--- src/hw/axi_avmm_defs.svh ---
`ifndef AXI_AVMM_DEFS_SVH
`define AXI_AVMM_DEFS_SVH

// ============================================================
// Bus geometry shared by the bridge, the memory and the bench
// ============================================================

// AXI byte address, covering the whole memory
`define AXI_AVMM_ADDR_W 11

// Data bus width in bits and its byte-enable width
`define AXI_AVMM_DATA_W 64
`define AXI_AVMM_STRB_W 8

// AXI transaction ID and USER sideband widths
`define AXI_AVMM_ID_W 4
`define AXI_AVMM_USER_W 2

// AXI length field, so bursts of 1 to 16 beats
`define AXI_AVMM_LEN_W 4

// Avalon burstcount holds len + 1, which needs one more bit than len
`define AXI_AVMM_BCNT_W 5

// Byte offset bits inside one bus word, dropped on the Avalon side
`define AXI_AVMM_BYTE_IDX_W 3

// Avalon word address, which is the AXI address without the byte offset
`define AXI_AVMM_WORD_ADDR_W 8

// Read requests that may be outstanding at once
`define AXI_AVMM_META_DEPTH 8

`endif
--- src/hw/axi_avmm_pkg.sv ---
`include "axi_avmm_defs.svh"

package axi_avmm_pkg;

    // ============================================================
    // AXI channel payloads
    // ============================================================

    // Write address channel
    typedef struct packed {
        logic [`AXI_AVMM_ID_W-1:0]   id;
        logic [`AXI_AVMM_ADDR_W-1:0] addr;
        logic [`AXI_AVMM_LEN_W-1:0]  len;
        logic [`AXI_AVMM_USER_W-1:0] user;
    } axi_aw_t;

    // Read address channel, same fields as the write address
    typedef struct packed {
        logic [`AXI_AVMM_ID_W-1:0]   id;
        logic [`AXI_AVMM_ADDR_W-1:0] addr;
        logic [`AXI_AVMM_LEN_W-1:0]  len;
        logic [`AXI_AVMM_USER_W-1:0] user;
    } axi_ar_t;

    // Write data beat
    typedef struct packed {
        logic [`AXI_AVMM_DATA_W-1:0] data;
        logic [`AXI_AVMM_STRB_W-1:0] strb;
        logic                        last;
    } axi_w_t;

    // Write response
    typedef struct packed {
        logic [`AXI_AVMM_ID_W-1:0]   id;
        logic [`AXI_AVMM_USER_W-1:0] user;
        logic [1:0]                  resp;
    } axi_b_t;

    // Read data beat
    typedef struct packed {
        logic [`AXI_AVMM_DATA_W-1:0] data;
        logic [`AXI_AVMM_ID_W-1:0]   id;
        logic [`AXI_AVMM_USER_W-1:0] user;
        logic [1:0]                  resp;
        logic                        last;
    } axi_r_t;

    // ============================================================
    // Avalon split read/write bus
    // ============================================================

    // Avalon user field carries AXI user above AXI id
    typedef struct packed {
        logic [`AXI_AVMM_USER_W-1:0] user;
        logic [`AXI_AVMM_ID_W-1:0]   id;
    } avmm_user_t;

    // Write beat, address and burstcount count only on the first beat
    typedef struct packed {
        logic [`AXI_AVMM_WORD_ADDR_W-1:0] address;
        logic [`AXI_AVMM_BCNT_W-1:0]      burstcount;
        logic [`AXI_AVMM_DATA_W-1:0]      writedata;
        logic [`AXI_AVMM_STRB_W-1:0]      byteenable;
        avmm_user_t                       user;
    } avmm_wr_cmd_t;

    // Read burst command, one per burst
    typedef struct packed {
        logic [`AXI_AVMM_WORD_ADDR_W-1:0] address;
        logic [`AXI_AVMM_BCNT_W-1:0]      burstcount;
        avmm_user_t                       user;
    } avmm_rd_cmd_t;

    // Read data beat from the slave
    typedef struct packed {
        logic [`AXI_AVMM_DATA_W-1:0] readdata;
        logic [1:0]                  response;
    } avmm_rd_rsp_t;

    // Write response, one per burst
    typedef struct packed {
        avmm_user_t user;
        logic [1:0] response;
    } avmm_wr_rsp_t;

endpackage

--- src/hw/axi_avmm_bridge.sv ---
`timescale 1ns/10ps
`include "axi_avmm_defs.svh"

module axi_avmm_bridge
    import axi_avmm_pkg::*;
(
    input  logic         clk,
    input  logic         reset_n,

    // AXI slave side
    input  axi_aw_t      aw,
    input  logic         awvalid,
    output logic         awready,
    input  axi_w_t       w,
    input  logic         wvalid,
    output logic         wready,
    output axi_b_t       b,
    output logic         bvalid,
    input  logic         bready,
    input  axi_ar_t      ar,
    input  logic         arvalid,
    output logic         arready,
    output axi_r_t       r,
    output logic         rvalid,
    input  logic         rready,

    // Avalon split-bus master side
    output logic         rd_read,
    output avmm_rd_cmd_t rd_cmd,
    input  logic         rd_waitrequest,
    input  logic         rd_readdatavalid,
    input  avmm_rd_rsp_t rd_rsp,
    output logic         wr_write,
    output avmm_wr_cmd_t wr_cmd,
    input  logic         wr_waitrequest,
    input  logic         wr_writeresponsevalid,
    input  avmm_wr_rsp_t wr_rsp
);

    localparam int BCNT_W = `AXI_AVMM_BCNT_W;
    localparam int LO     = `AXI_AVMM_BYTE_IDX_W;
    localparam int HI     = `AXI_AVMM_ADDR_W - 1;

    // ============================================================
    // Reads
    // ============================================================

    logic                        meta_not_full;
    logic [`AXI_AVMM_ID_W-1:0]   meta_id;
    logic [`AXI_AVMM_USER_W-1:0] meta_user;
    logic                        meta_last;
    logic                        rd_error;

    always_comb
    begin
        // A read is only offered while there is room to remember its metadata
        arready           = !rd_waitrequest && meta_not_full;
        rd_read           = arvalid && meta_not_full;
        rd_cmd.address    = ar.addr[HI:LO];
        rd_cmd.burstcount = BCNT_W'(ar.len) + 1'b1;
        rd_cmd.user       = avmm_user_t'{user: ar.user, id: ar.id};

        // Data and status come from the memory, the rest is rebuilt locally
        rvalid            = rd_readdatavalid && !rd_error;
        r.data            = rd_rsp.readdata;
        r.resp            = rd_rsp.response;
        r.id              = meta_id;
        r.user            = meta_user;
        r.last            = meta_last;
    end

    axi_avmm_rd_meta u_rd_meta
    (
        .clk,
        .reset_n,
        .not_full(meta_not_full),
        .req_valid(arvalid && arready),
        .req(ar),
        .rsp_beat(rd_readdatavalid),
        .rsp_id(meta_id),
        .rsp_user(meta_user),
        .rsp_last(meta_last)
    );

    // Once a beat is dropped the read stream is out of step, so all later ones are hidden
    always_ff @(posedge clk)
    begin
        if (!reset_n)
            rd_error <= 1'b0;
        else if (rvalid && !rready)
            rd_error <= 1'b1;
    end

    // ============================================================
    // Writes
    // ============================================================

    axi_aw_t    aw_q;
    axi_w_t     w_q;
    logic       aw_q_valid;
    logic       w_q_valid;
    logic       wr_sop;
    logic       fwd_wr;
    avmm_user_t wr_user_q;
    logic       wr_error;

    // Address and data streams are joined here, the address is only needed on a first beat
    assign wr_write = w_q_valid && (aw_q_valid || !wr_sop);
    assign fwd_wr   = wr_write && !wr_waitrequest;

    axi_avmm_fifo2 #(.DATA_W($bits(axi_aw_t))) aw_fifo
    (
        .clk,
        .reset_n,
        .enq_data(aw),
        .enq_en(awvalid && awready),
        .not_full(awready),
        .first(aw_q),
        .deq_en(fwd_wr && wr_sop),
        .not_empty(aw_q_valid)
    );

    axi_avmm_fifo2 #(.DATA_W($bits(axi_w_t))) w_fifo
    (
        .clk,
        .reset_n,
        .enq_data(w),
        .enq_en(wvalid && wready),
        .not_full(wready),
        .first(w_q),
        .deq_en(fwd_wr),
        .not_empty(w_q_valid)
    );

    always_comb
    begin
        wr_cmd.address    = aw_q.addr[HI:LO];
        wr_cmd.burstcount = BCNT_W'(aw_q.len) + 1'b1;
        wr_cmd.writedata  = w_q.data;
        wr_cmd.byteenable = w_q.strb;
        // Later beats reuse the user held from the first beat, since aw_q has moved on
        wr_cmd.user       = wr_sop ? avmm_user_t'{user: aw_q.user, id: aw_q.id} : wr_user_q;

        bvalid            = wr_writeresponsevalid && !wr_error;
        b.id              = wr_rsp.user.id;
        b.user            = wr_rsp.user.user;
        b.resp            = wr_rsp.response;
    end

    // The beat after a last beat starts a new burst
    always_ff @(posedge clk)
    begin
        if (!reset_n)
        begin
            wr_sop   <= 1'b1;
            wr_error <= 1'b0;
        end
        else
        begin
            if (fwd_wr)
                wr_sop <= w_q.last;
            if (bvalid && !bready)
                wr_error <= 1'b1;
        end
    end

    always_ff @(posedge clk)
    begin
        if (fwd_wr && wr_sop)
            wr_user_q <= avmm_user_t'{user: aw_q.user, id: aw_q.id};
    end

    // ============================================================
    // Checks on the master
    // ============================================================

    // The byte offset is dropped, so any set bit there would silently move the access
    assert property (@(posedge clk) disable iff (!reset_n)
        !(arvalid && ar.addr[LO-1:0] != '0) && !(awvalid && aw.addr[LO-1:0] != '0))
        else $error("AXI address not aligned to the bus word");

    // No response buffering here, so the master has to take every R and B beat
    assert property (@(posedge clk) disable iff (!reset_n)
        !(rvalid && !rready) && !(bvalid && !bready))
        else $error("AXI response lost, rready or bready was low");

endmodule

--- src/hw/axi_avmm_rd_meta.sv ---
`timescale 1ns/10ps
`include "axi_avmm_defs.svh"

module axi_avmm_rd_meta
    import axi_avmm_pkg::*;
(
    input  logic                        clk,
    input  logic                        reset_n,
    output logic                        not_full,
    input  logic                        req_valid,
    input  axi_ar_t                     req,
    input  logic                        rsp_beat,
    output logic [`AXI_AVMM_ID_W-1:0]   rsp_id,
    output logic [`AXI_AVMM_USER_W-1:0] rsp_user,
    output logic                        rsp_last
);

    localparam int DEPTH = `AXI_AVMM_META_DEPTH;
    localparam int PTR_W = $clog2(DEPTH);
    localparam int CNT_W = PTR_W + 1;

    // What a read response needs that the memory does not return
    typedef struct packed {
        logic [`AXI_AVMM_ID_W-1:0]   id;
        logic [`AXI_AVMM_USER_W-1:0] user;
        logic [`AXI_AVMM_LEN_W-1:0]  len;
    } meta_t;

    meta_t                      meta_mem [DEPTH];
    meta_t                      head;
    logic [PTR_W-1:0]           wr_ptr_q;
    logic [PTR_W-1:0]           rd_ptr_q;
    logic [CNT_W-1:0]           cnt_q;
    logic [CNT_W-1:0]           cnt_next;
    logic [`AXI_AVMM_LEN_W-1:0] beat_q;
    logic                       pop;

    // Avalon returns bursts in order, so the oldest entry always owns the current beat
    assign head     = meta_mem[rd_ptr_q];
    assign rsp_id   = head.id;
    assign rsp_user = head.user;

    // The beat counter runs 0..len, so the last beat is where it meets len
    assign rsp_last = (beat_q == head.len);
    assign pop      = rsp_beat && rsp_last;

    assign cnt_next = cnt_q + CNT_W'(req_valid) - CNT_W'(pop);

    // Entry storage, written when the read command is accepted
    always_ff @(posedge clk)
    begin
        if (req_valid)
            meta_mem[wr_ptr_q] <= '{id: req.id, user: req.user, len: req.len};
    end

    // Pointers wrap on their own since the depth is a power of two
    always_ff @(posedge clk)
    begin
        if (!reset_n)
        begin
            wr_ptr_q <= '0;
            rd_ptr_q <= '0;
            cnt_q    <= '0;
            beat_q   <= '0;
            not_full <= 1'b0;
        end
        else
        begin
            cnt_q    <= cnt_next;
            not_full <= (cnt_next != CNT_W'(DEPTH));
            if (req_valid)
                wr_ptr_q <= wr_ptr_q + 1'b1;
            if (pop)
                rd_ptr_q <= rd_ptr_q + 1'b1;
            if (rsp_beat)
                beat_q <= rsp_last ? '0 : beat_q + 1'b1;
        end
    end

    // A beat with nothing recorded means the memory sent more beats than requested
    assert property (@(posedge clk) disable iff (!reset_n) rsp_beat |-> (cnt_q != '0))
        else $error("read beat arrived with no request in the metadata buffer");

endmodule

--- src/hw/axi_avmm_fifo2.sv ---
`timescale 1ns/10ps

module axi_avmm_fifo2
#(
    parameter int DATA_W = 8
)
(
    input  logic              clk,
    input  logic              reset_n,
    input  logic [DATA_W-1:0] enq_data,
    input  logic              enq_en,
    output logic              not_full,
    output logic [DATA_W-1:0] first,
    input  logic              deq_en,
    output logic              not_empty
);

    // Head entry is the output register itself, the second entry sits behind it
    logic [DATA_W-1:0] second_q;
    logic [1:0]        cnt_q;
    logic [1:0]        cnt_next;

    assign cnt_next = cnt_q + {1'b0, enq_en} - {1'b0, deq_en};

    // Payload path
    always_ff @(posedge clk)
    begin
        if (deq_en)
        begin
            // With one entry left and a new one arriving, the new one becomes the head
            if (enq_en && cnt_q == 2'd1)
                first <= enq_data;
            else
                first <= second_q;
        end
        else if (enq_en && cnt_q == 2'd0)
        begin
            first <= enq_data;
        end

        // Second slot takes every arrival and only matters when the head is busy
        if (enq_en)
            second_q <= enq_data;
    end

    // Status flags are registered, so ready toward the master is never combinational
    always_ff @(posedge clk)
    begin
        if (!reset_n)
        begin
            cnt_q     <= 2'd0;
            not_full  <= 1'b0;
            not_empty <= 1'b0;
        end
        else
        begin
            cnt_q     <= cnt_next;
            not_full  <= (cnt_next != 2'd2);
            not_empty <= (cnt_next != 2'd0);
        end
    end

    // Producer and consumer must both honour the flags
    assert property (@(posedge clk) disable iff (!reset_n)
        !(enq_en && !not_full) && !(deq_en && !not_empty))
        else $error("fifo2 overflow or underflow");

endmodule

--- config.mk ---
export PLATFORM = sky130hd
export DESIGN_NAME = axi_avmm_bridge
export DESIGN_NICKNAME = d
export VERILOG_FILES = /design/src/hw/axi_avmm_pkg.sv /design/src/hw/axi_avmm_bridge.sv /design/src/hw/axi_avmm_rd_meta.sv /design/src/hw/axi_avmm_fifo2.sv
export VERILOG_INCLUDE_DIRS = /design/src /design/src/hw
export SDC_FILE = /design/constraint.sdc
export NUM_CORES = 1
export LEC_CHECK = 0
export ABC_CLOCK_PERIOD_IN_PS = 7670
export BUFFER_PORTS_ARGS = -buffer_cell sky130_fd_sc_hd__buf_4
export CORE_MARGIN = 2
export CORE_UTILIZATION = 25
export CTS_BUF_LIST = sky130_fd_sc_hd__clkbuf_4
export DETAILED_ROUTE_END_ITERATION = 10
export GPL_TIMING_DRIVEN = 0
export SLEW_MARGIN = 20
export SYNTH_ARGS = -nofsm -noshare
export SYNTH_HDL_FRONTEND = slang
export SYNTH_SLANG_ARGS = --single-unit
--- constraint.sdc ---
create_clock -name clk -period 7.67 [get_ports clk]
set_input_delay 0 -clock clk [delete_from_list [all_inputs] [get_ports clk]]
set_output_delay 0 -clock clk [all_outputs]
set_load 0.05 [all_outputs]
## Yosys cells after proc, flatten, opt, wreduce, memory -nomap -nowiden

Memory sizes are Yosys's and may differ from the RTL's. A register that Yosys moved wholly into a read port is not among the register bits.
Index checks and enable logic that the tools add are counted.
W data, S select, Z words.

- Flip-flop bits (word level): 220
- RAM bits: 80
- Input bits: 200
- Output and inout bits: 198
- Memories: 1

- $add $sub $neg: 11
- Equal/unequal tests: 6
- Multiplexer cells: 12
- Reduce and logical (&&, ||, !) cells: 31

Memory list:

| name | words | bits a word | rd ports | clocked after Yosys merged registers in | write ports | line | source |
|---|---|---|---|---|---|---|---|
| u_rd_meta.meta_mem | 8 | 10 | 1 | 1 | 1 | axi_avmm_rd_meta.sv:29 | `meta_t meta_mem [DEPTH];` |

Operator list:

| kind | number |
|---|---|
| $mux W73 | 3 |
| $mux W21 | 3 |
| $logic_and A1 B1 Y1 | 17 |
| $add A4 B1 Y5 const B | 2 |
| $reduce_bool A2 Y1 | 4 |
| $logic_not A1 Y1 | 7 |
| $add A3 B1 Y3 const B | 2 |
| $mux W3 | 2 |
| $mux W6 | 1 |
| $add A2 B1 Y2 | 2 |
| $add A4 B1 Y4 | 1 |
| $add A4 B1 Y4 const B | 1 |
| $eq A2 B1 Y1 const B | 2 |
| $eq A4 B4 Y1 | 1 |
| $logic_not A2 Y1 | 2 |
| $mux W4 | 1 |
| $ne A2 B2 Y1 const B | 2 |
| $ne A4 B4 Y1 const B | 1 |
| $sub A2 B1 Y2 | 2 |
| $sub A4 B1 Y4 | 1 |
| $mux W1 | 2 |
| $logic_or A1 B1 Y1 | 1 |

## Longest topological paths before layout

- Depth in word-level cells: 7
- Gate-level depth with buffers: 14
- Gate-level depth less buffers: 12

## By module

A second synthesis with hierarchy kept.

- Cell total of the unflattened synthesis: 689
- Area, all modules: 12809.8 um^2

By module, submodules not included:

| module | instances | cells an instance | area an instance (um^2) |
|---|---|---|---|
| axi_avmm_fifo2 (w_fifo) | 1 | 245 | 5823.1 |
| axi_avmm_rd_meta | 1 | 224 | 3995.1 |
| axi_avmm_fifo2 (aw_fifo) | 1 | 84 | 1783.0 |
| axi_avmm_bridge | 1 | 136 | 1208.7 |

## Worst setup path after synthesis

No wires, ideal clock.

- Kind: register to register
- Start: register w_fifo.not_full
- End: register w_fifo.first[0] (enable)
- Library setup time: 0.616 ns
- Data arrival time: 6.321 ns
- Required time: 7.054 ns
- Setup slack: 0.733 ns
- Cell stages (with the launch flop): 3
- Clock period less this slack: 6.937 ns
- Path through: dfxtp_1 -> nand2_1 -> o32ai_1

- Word-level cells in the longest chain between the ends: 3

RTL lines:

| what | line | source |
|---|---|---|
| start, declared | axi_avmm_fifo2.sv:12 | `output logic not_full,` |
| start signal, assigned | axi_avmm_fifo2.sv:58 | `not_full <= (cnt_next != 2'd2);` |
| $logic_and A1 B1 Y1 | axi_avmm_bridge.sv:128 | `.enq_en(wvalid && wready),` |
| $logic_and A1 B1 Y1 | axi_avmm_fifo2.sv:36 | `else if (enq_en && cnt_q == 2'd0)` |
| $reduce_bool A2 Y1 (no source line) | n/a |  |
| end signal, assigned | axi_avmm_fifo2.sv:32 | `first <= enq_data;` |
| end signal, assigned | axi_avmm_fifo2.sv:34 | `first <= second_q;` |
| end signal, assigned | axi_avmm_fifo2.sv:38 | `first <= enq_data;` |
| end, declared | axi_avmm_fifo2.sv:13 | `output logic [DATA_W-1:0] first,` |

Every way passes these cells.
A chain may end at the register's enable or synchronous reset.

==> impl_metrics.json <==
{
  "status": "completed",
  "global_route.usage.met1": 0.1227,
  "routed_wirelength_um": 32290,
  "fin_crit_ns": 3.587,
  "ff_latch_area_mm2": 0.008628,
  "netlist_area_before_placement_mm2": 0.01265,
  "route.detailed.drc": 0,
  "critical-path-slowest-cell": "sky130_fd_sc_hd__mux4_1",
  "finalClockSkew_ns": 0.06954,
  "power_frac_seq": 0.441,
  "pwr_density_cell_mw_per_mm2": 233.6,
  "synth_sequential_area_ratio": 0.6820,
  "hold_viol": 0,
  "leakage_power_summed_over_all_cells_uw": 0.007719,
  "critical_path.max_fanout": 10,
  "yosys.cell_types.count": 42,
  "postSynthCellCount": 762,
  "use_met2": 0.2139,
  "cts_num_sinks": 297,
  "worst_path_largest_cell_delay_ns": 0.49,
  "cts.clk_slew.worst_paths_ns": 0.06,
  "synth_area_per_cell_um2": 16.60,
  "power.internal_uw": 3118,
  "die_height_um": 229.0,
  "cp-end-kind": "flop",
  "detail_route.iter0.violations": 277,
  "multi_input_area_mm2": 0.002633,
  "power.clock.fraction": 0.315,
  "drt_first_pass_iters": 4,
  "grt_setup_unrepaired": "false",
  "dr_total_vias": 8436,
  "max_slew_headroom": 0.4781,
  "htree_levels": 3,
  "signed_area_change_from_the_synthesized_netlist_to_the_final_layout_pct": 52.24,
  "synth_top_flop_cell": "sky130_fd_sc_hd__edfxtp_1",
  "post_drt_via_cell_ratio": 3.975,
  "timing.hold.worst.class": "in2reg",
  "drv_slew": 0,
  "share_of_the_synthesized_area_in_compound_gates_ao_oa_aoi_oai": 0.01276,
  "synth.ff_latch_count": 297,
  "cts_setup_buffers": 0,
  "cap_viol_max_count": 0,
  "power.combinational.fraction": 0.245,
  "post-synth-top-area-fraction": 0.6361,
  "cts_inserted_buffers": 83,
  "fp.dieArea_mm2": 0.05243,
  "grt.overflow.total": 0,
  "path_class": "reg2reg",
  "grt_pass1_wl_um": 49060,
  "sw_frac_of_total": 0.3070,
  "yosys-top-cells-area": "sky130_fd_sc_hd__edfxtp_1, sky130_fd_sc_hd__buf_4, sky130_fd_sc_hd__mux2_2",
  "synth-warning-count": 0,
  "setup_tns_ns": 0,
  "achievable-frequency_mhz": 278.8,
  "port_bufs": 308,
  "synth.net_count": 975,
  "path_buf_inv": 3,
  "fp.dieW_um": 229.0,
  "async_set_reset_flop_share_out_of_synthesis": 0,
  "final_antenna_net_count": 0,
  "num-nets-final": 1601,
  "muxShareOfSynthArea": 0.1359,
  "share_of_cells_above_drive_strength_1": 0.5280,
  "timing_worst_slew_pin_value_ns": 0.7787,
  "place_congestion": 0.7105,
  "p_switching_uw": 1381,
  "grt_max_degree": 51,
  "setup-violations-final": 0,
  "place.detailed.hpwl_um": 21510,
  "period_share": 0.4676,
  "globalRouteTotalUtil": 0.1214,
  "row_count": 82,
  "path_cells": "buf_6 > buf_6 > mux2i_1 > mux4_1 > xor2_1 > nand4_2 > nor2_1 > xnor2_1 > ha_1 > inv_1 > fa_1 > xnor2_1 > nor3b_1 > a21boi_0",
  "gates_resized_cts_repair": 0,
  "worstPathArrival_ns": 4.21,
  "post_cts_hold_buffer_count": 220,
  "clk-insertion-delay-late_ns": 0.79,
  "synth_top_family_by_area": "multiplexers",
  "route.detailed.wl_per_inst_um": 15.21,
  "initial_antenna_violation_count": 3,
  "fillerInstances": 4710,
  "clock_tree_from_tritoncts": "yes",
  "synth_enable_flop_cells": 268,
  "cts.root.buffer_cell": "sky130_fd_sc_hd__clkbuf_4",
  "start_util": 0.2527,
  "busiest_layer": "met2",
  "cts-root-to-sink-buffers": 3,
  "grtUsageMet3": 0.04142,
  "vias_in_the_first_global_route": 9209,
  "critical_path_required_ns": 8.29,
  "critPathTopFamily": "simple AND/OR/NAND/NOR gates",
  "post_synth_and_or_nand_nor_area_fraction": 0.02759,
  "design.portCount": 398,
  "synth-adder-area-share": 0.01345,
  "core_area_mm2": 0.05007,
  "post-synth-top-area-cell": "sky130_fd_sc_hd__edfxtp_1",
  "synth_xor_area_frac": 0.01315,
  "worst_ir_drop_vdd_mv": 0.1879,
  "post-route-util": 0.3847,
  "startpoint_type": "flop"
}
==> cell usage after synthesis, types with 2 or more instances <==
library cell and instances:
sky130_fd_sc_hd__or2_2 2, sky130_fd_sc_hd__clkbuf_1 5, sky130_fd_sc_hd__nor2b_1 8, sky130_fd_sc_hd__buf_4 169
sky130_fd_sc_hd__buf_6 3, sky130_fd_sc_hd__a21boi_0 7, sky130_fd_sc_hd__mux2i_1 18, sky130_fd_sc_hd__mux4_1 5
sky130_fd_sc_hd__and2_1 8, sky130_fd_sc_hd__mux4_2 11, sky130_fd_sc_hd__nand2b_1 3, sky130_fd_sc_hd__o21ai_0 4
sky130_fd_sc_hd__a21o_1 2, sky130_fd_sc_hd__edfxtp_1 268, sky130_fd_sc_hd__buf_2 11, sky130_fd_sc_hd__o21a_1 4
sky130_fd_sc_hd__mux2_2 103, sky130_fd_sc_hd__dfxtp_1 29, sky130_fd_sc_hd__or3_1 2, sky130_fd_sc_hd__nand3_1 3
sky130_fd_sc_hd__nor2_1 11, sky130_fd_sc_hd__a21boi_1 2, sky130_fd_sc_hd__nor3_1 5, sky130_fd_sc_hd__inv_1 14
sky130_fd_sc_hd__nand2_1 19, sky130_fd_sc_hd__xnor2_1 11, sky130_fd_sc_hd__and3_1 2, sky130_fd_sc_hd__ha_1 12
sky130_fd_sc_hd__xor2_1 8
==> final cells by class <==
class	count	area share
Timing Repair Buffer	541	0.2425
Clock inverter	23	0.005846
Antenna cell	3	0.0003898
Inverter	15	0.003053
Clock buffer	121	0.04716
Multi-Input combinational cell	260	0.1367
Buffer	190	0.07276
Sequential cell	297	0.4480
Tap cell	672	0.04365
==> cell usage in the layout (no fill, tap or decap), drive strengths merged, types with 12 or more instances in the layout <==
cell	synthesis	final
buf	184	505
clkbuf	6	127
clkinv	1	18
dfxtp	29	29
dlygate4sd3	0	220
edfxtp	268	268
ha	12	12
inv	14	18
mux2	103	103
mux2i	18	18
mux4	16	16
nand2	19	19
==> final timing paths <==
| check | cells after the start | slack, ns | start | end |
|---|---|---|---|---|
| max | 14 | 4.08 | flop | u_rd_meta.not_full$_SDFF_PN0_ |
| min reg2reg | 0 | 0.45 | aw_fifo.first[1]$_DFFE_PP_ | wr_user_q[5]$_DFFE_PP_ |
| min | 3 | 0.12 | w[56] | w_fifo.first[56]$_DFFE_PP_ |
| max reg2reg | 14 | 4.08 | flop | u_rd_meta.not_full$_SDFF_PN0_ |
==> cell families after synthesis <==
group | after synthesis
muxes | 137
DFF | 297
xor gates and xnor gates | 19
adders and majority gates | 13
and+or+nand+nor | 68
AOI/OAI and AO/OA | 23
buffers and inverters | 205
==> state kept, by name (all words and copies together) (netlist names), 3 cells and up, named ones only <==
name / count
u_rd_meta.meta_mem: 80
w_fifo.first: 73
w_fifo.second_q: 73
aw_fifo.first: 18
aw_fifo.second_q: 18
wr_user_q: 6
u_rd_meta.beat_q: 4
u_rd_meta.cnt_q: 4
u_rd_meta.rd_ptr_q: 3
u_rd_meta.wr_ptr_q: 3
==> metrics by stage <==
step                setup WS (ns)  instances  power [uW]  area (um^2)  hold slack (ns)
global placement           -2.872       1742        3019        15810           0.1864
CTS                         3.927       2119        4575        19250        0.0004687
global route                3.629       2122        4715        19260          0.03919
floorplan                  0.7333        762        2706        12650          0.09887
detailed placement          3.997       1755        3033        16030           0.1873
finish                      4.083       2122        4499        19260           0.1233
==> tightest hold or removal path, stage by stage <==
cell and delay (ns):
sky130_fd_sc_hd__dlygate4sd3_1 0.54, sky130_fd_sc_hd__buf_4 0.11, sky130_fd_sc_hd__mux2_2 0.13
==> power groups by stage <==
stage	clock, uW	sequential [uW]	combinational, uW
after detailed placement	0	2020	1020
after global routing	1560	1990	1160
final	1420	1980	1100
after global placement	0	2040	979
after CTS	1480	1980	1110
after floorplan	0	2020	683
==> routing by layer <==
metal,share of wire,vias up
li1,-,3958
met1,0.36,4018
met2,0.51,360
met3,0.079,100
met4,0.049,0
met5,0,-
Power figures use the tool's default switching activity.
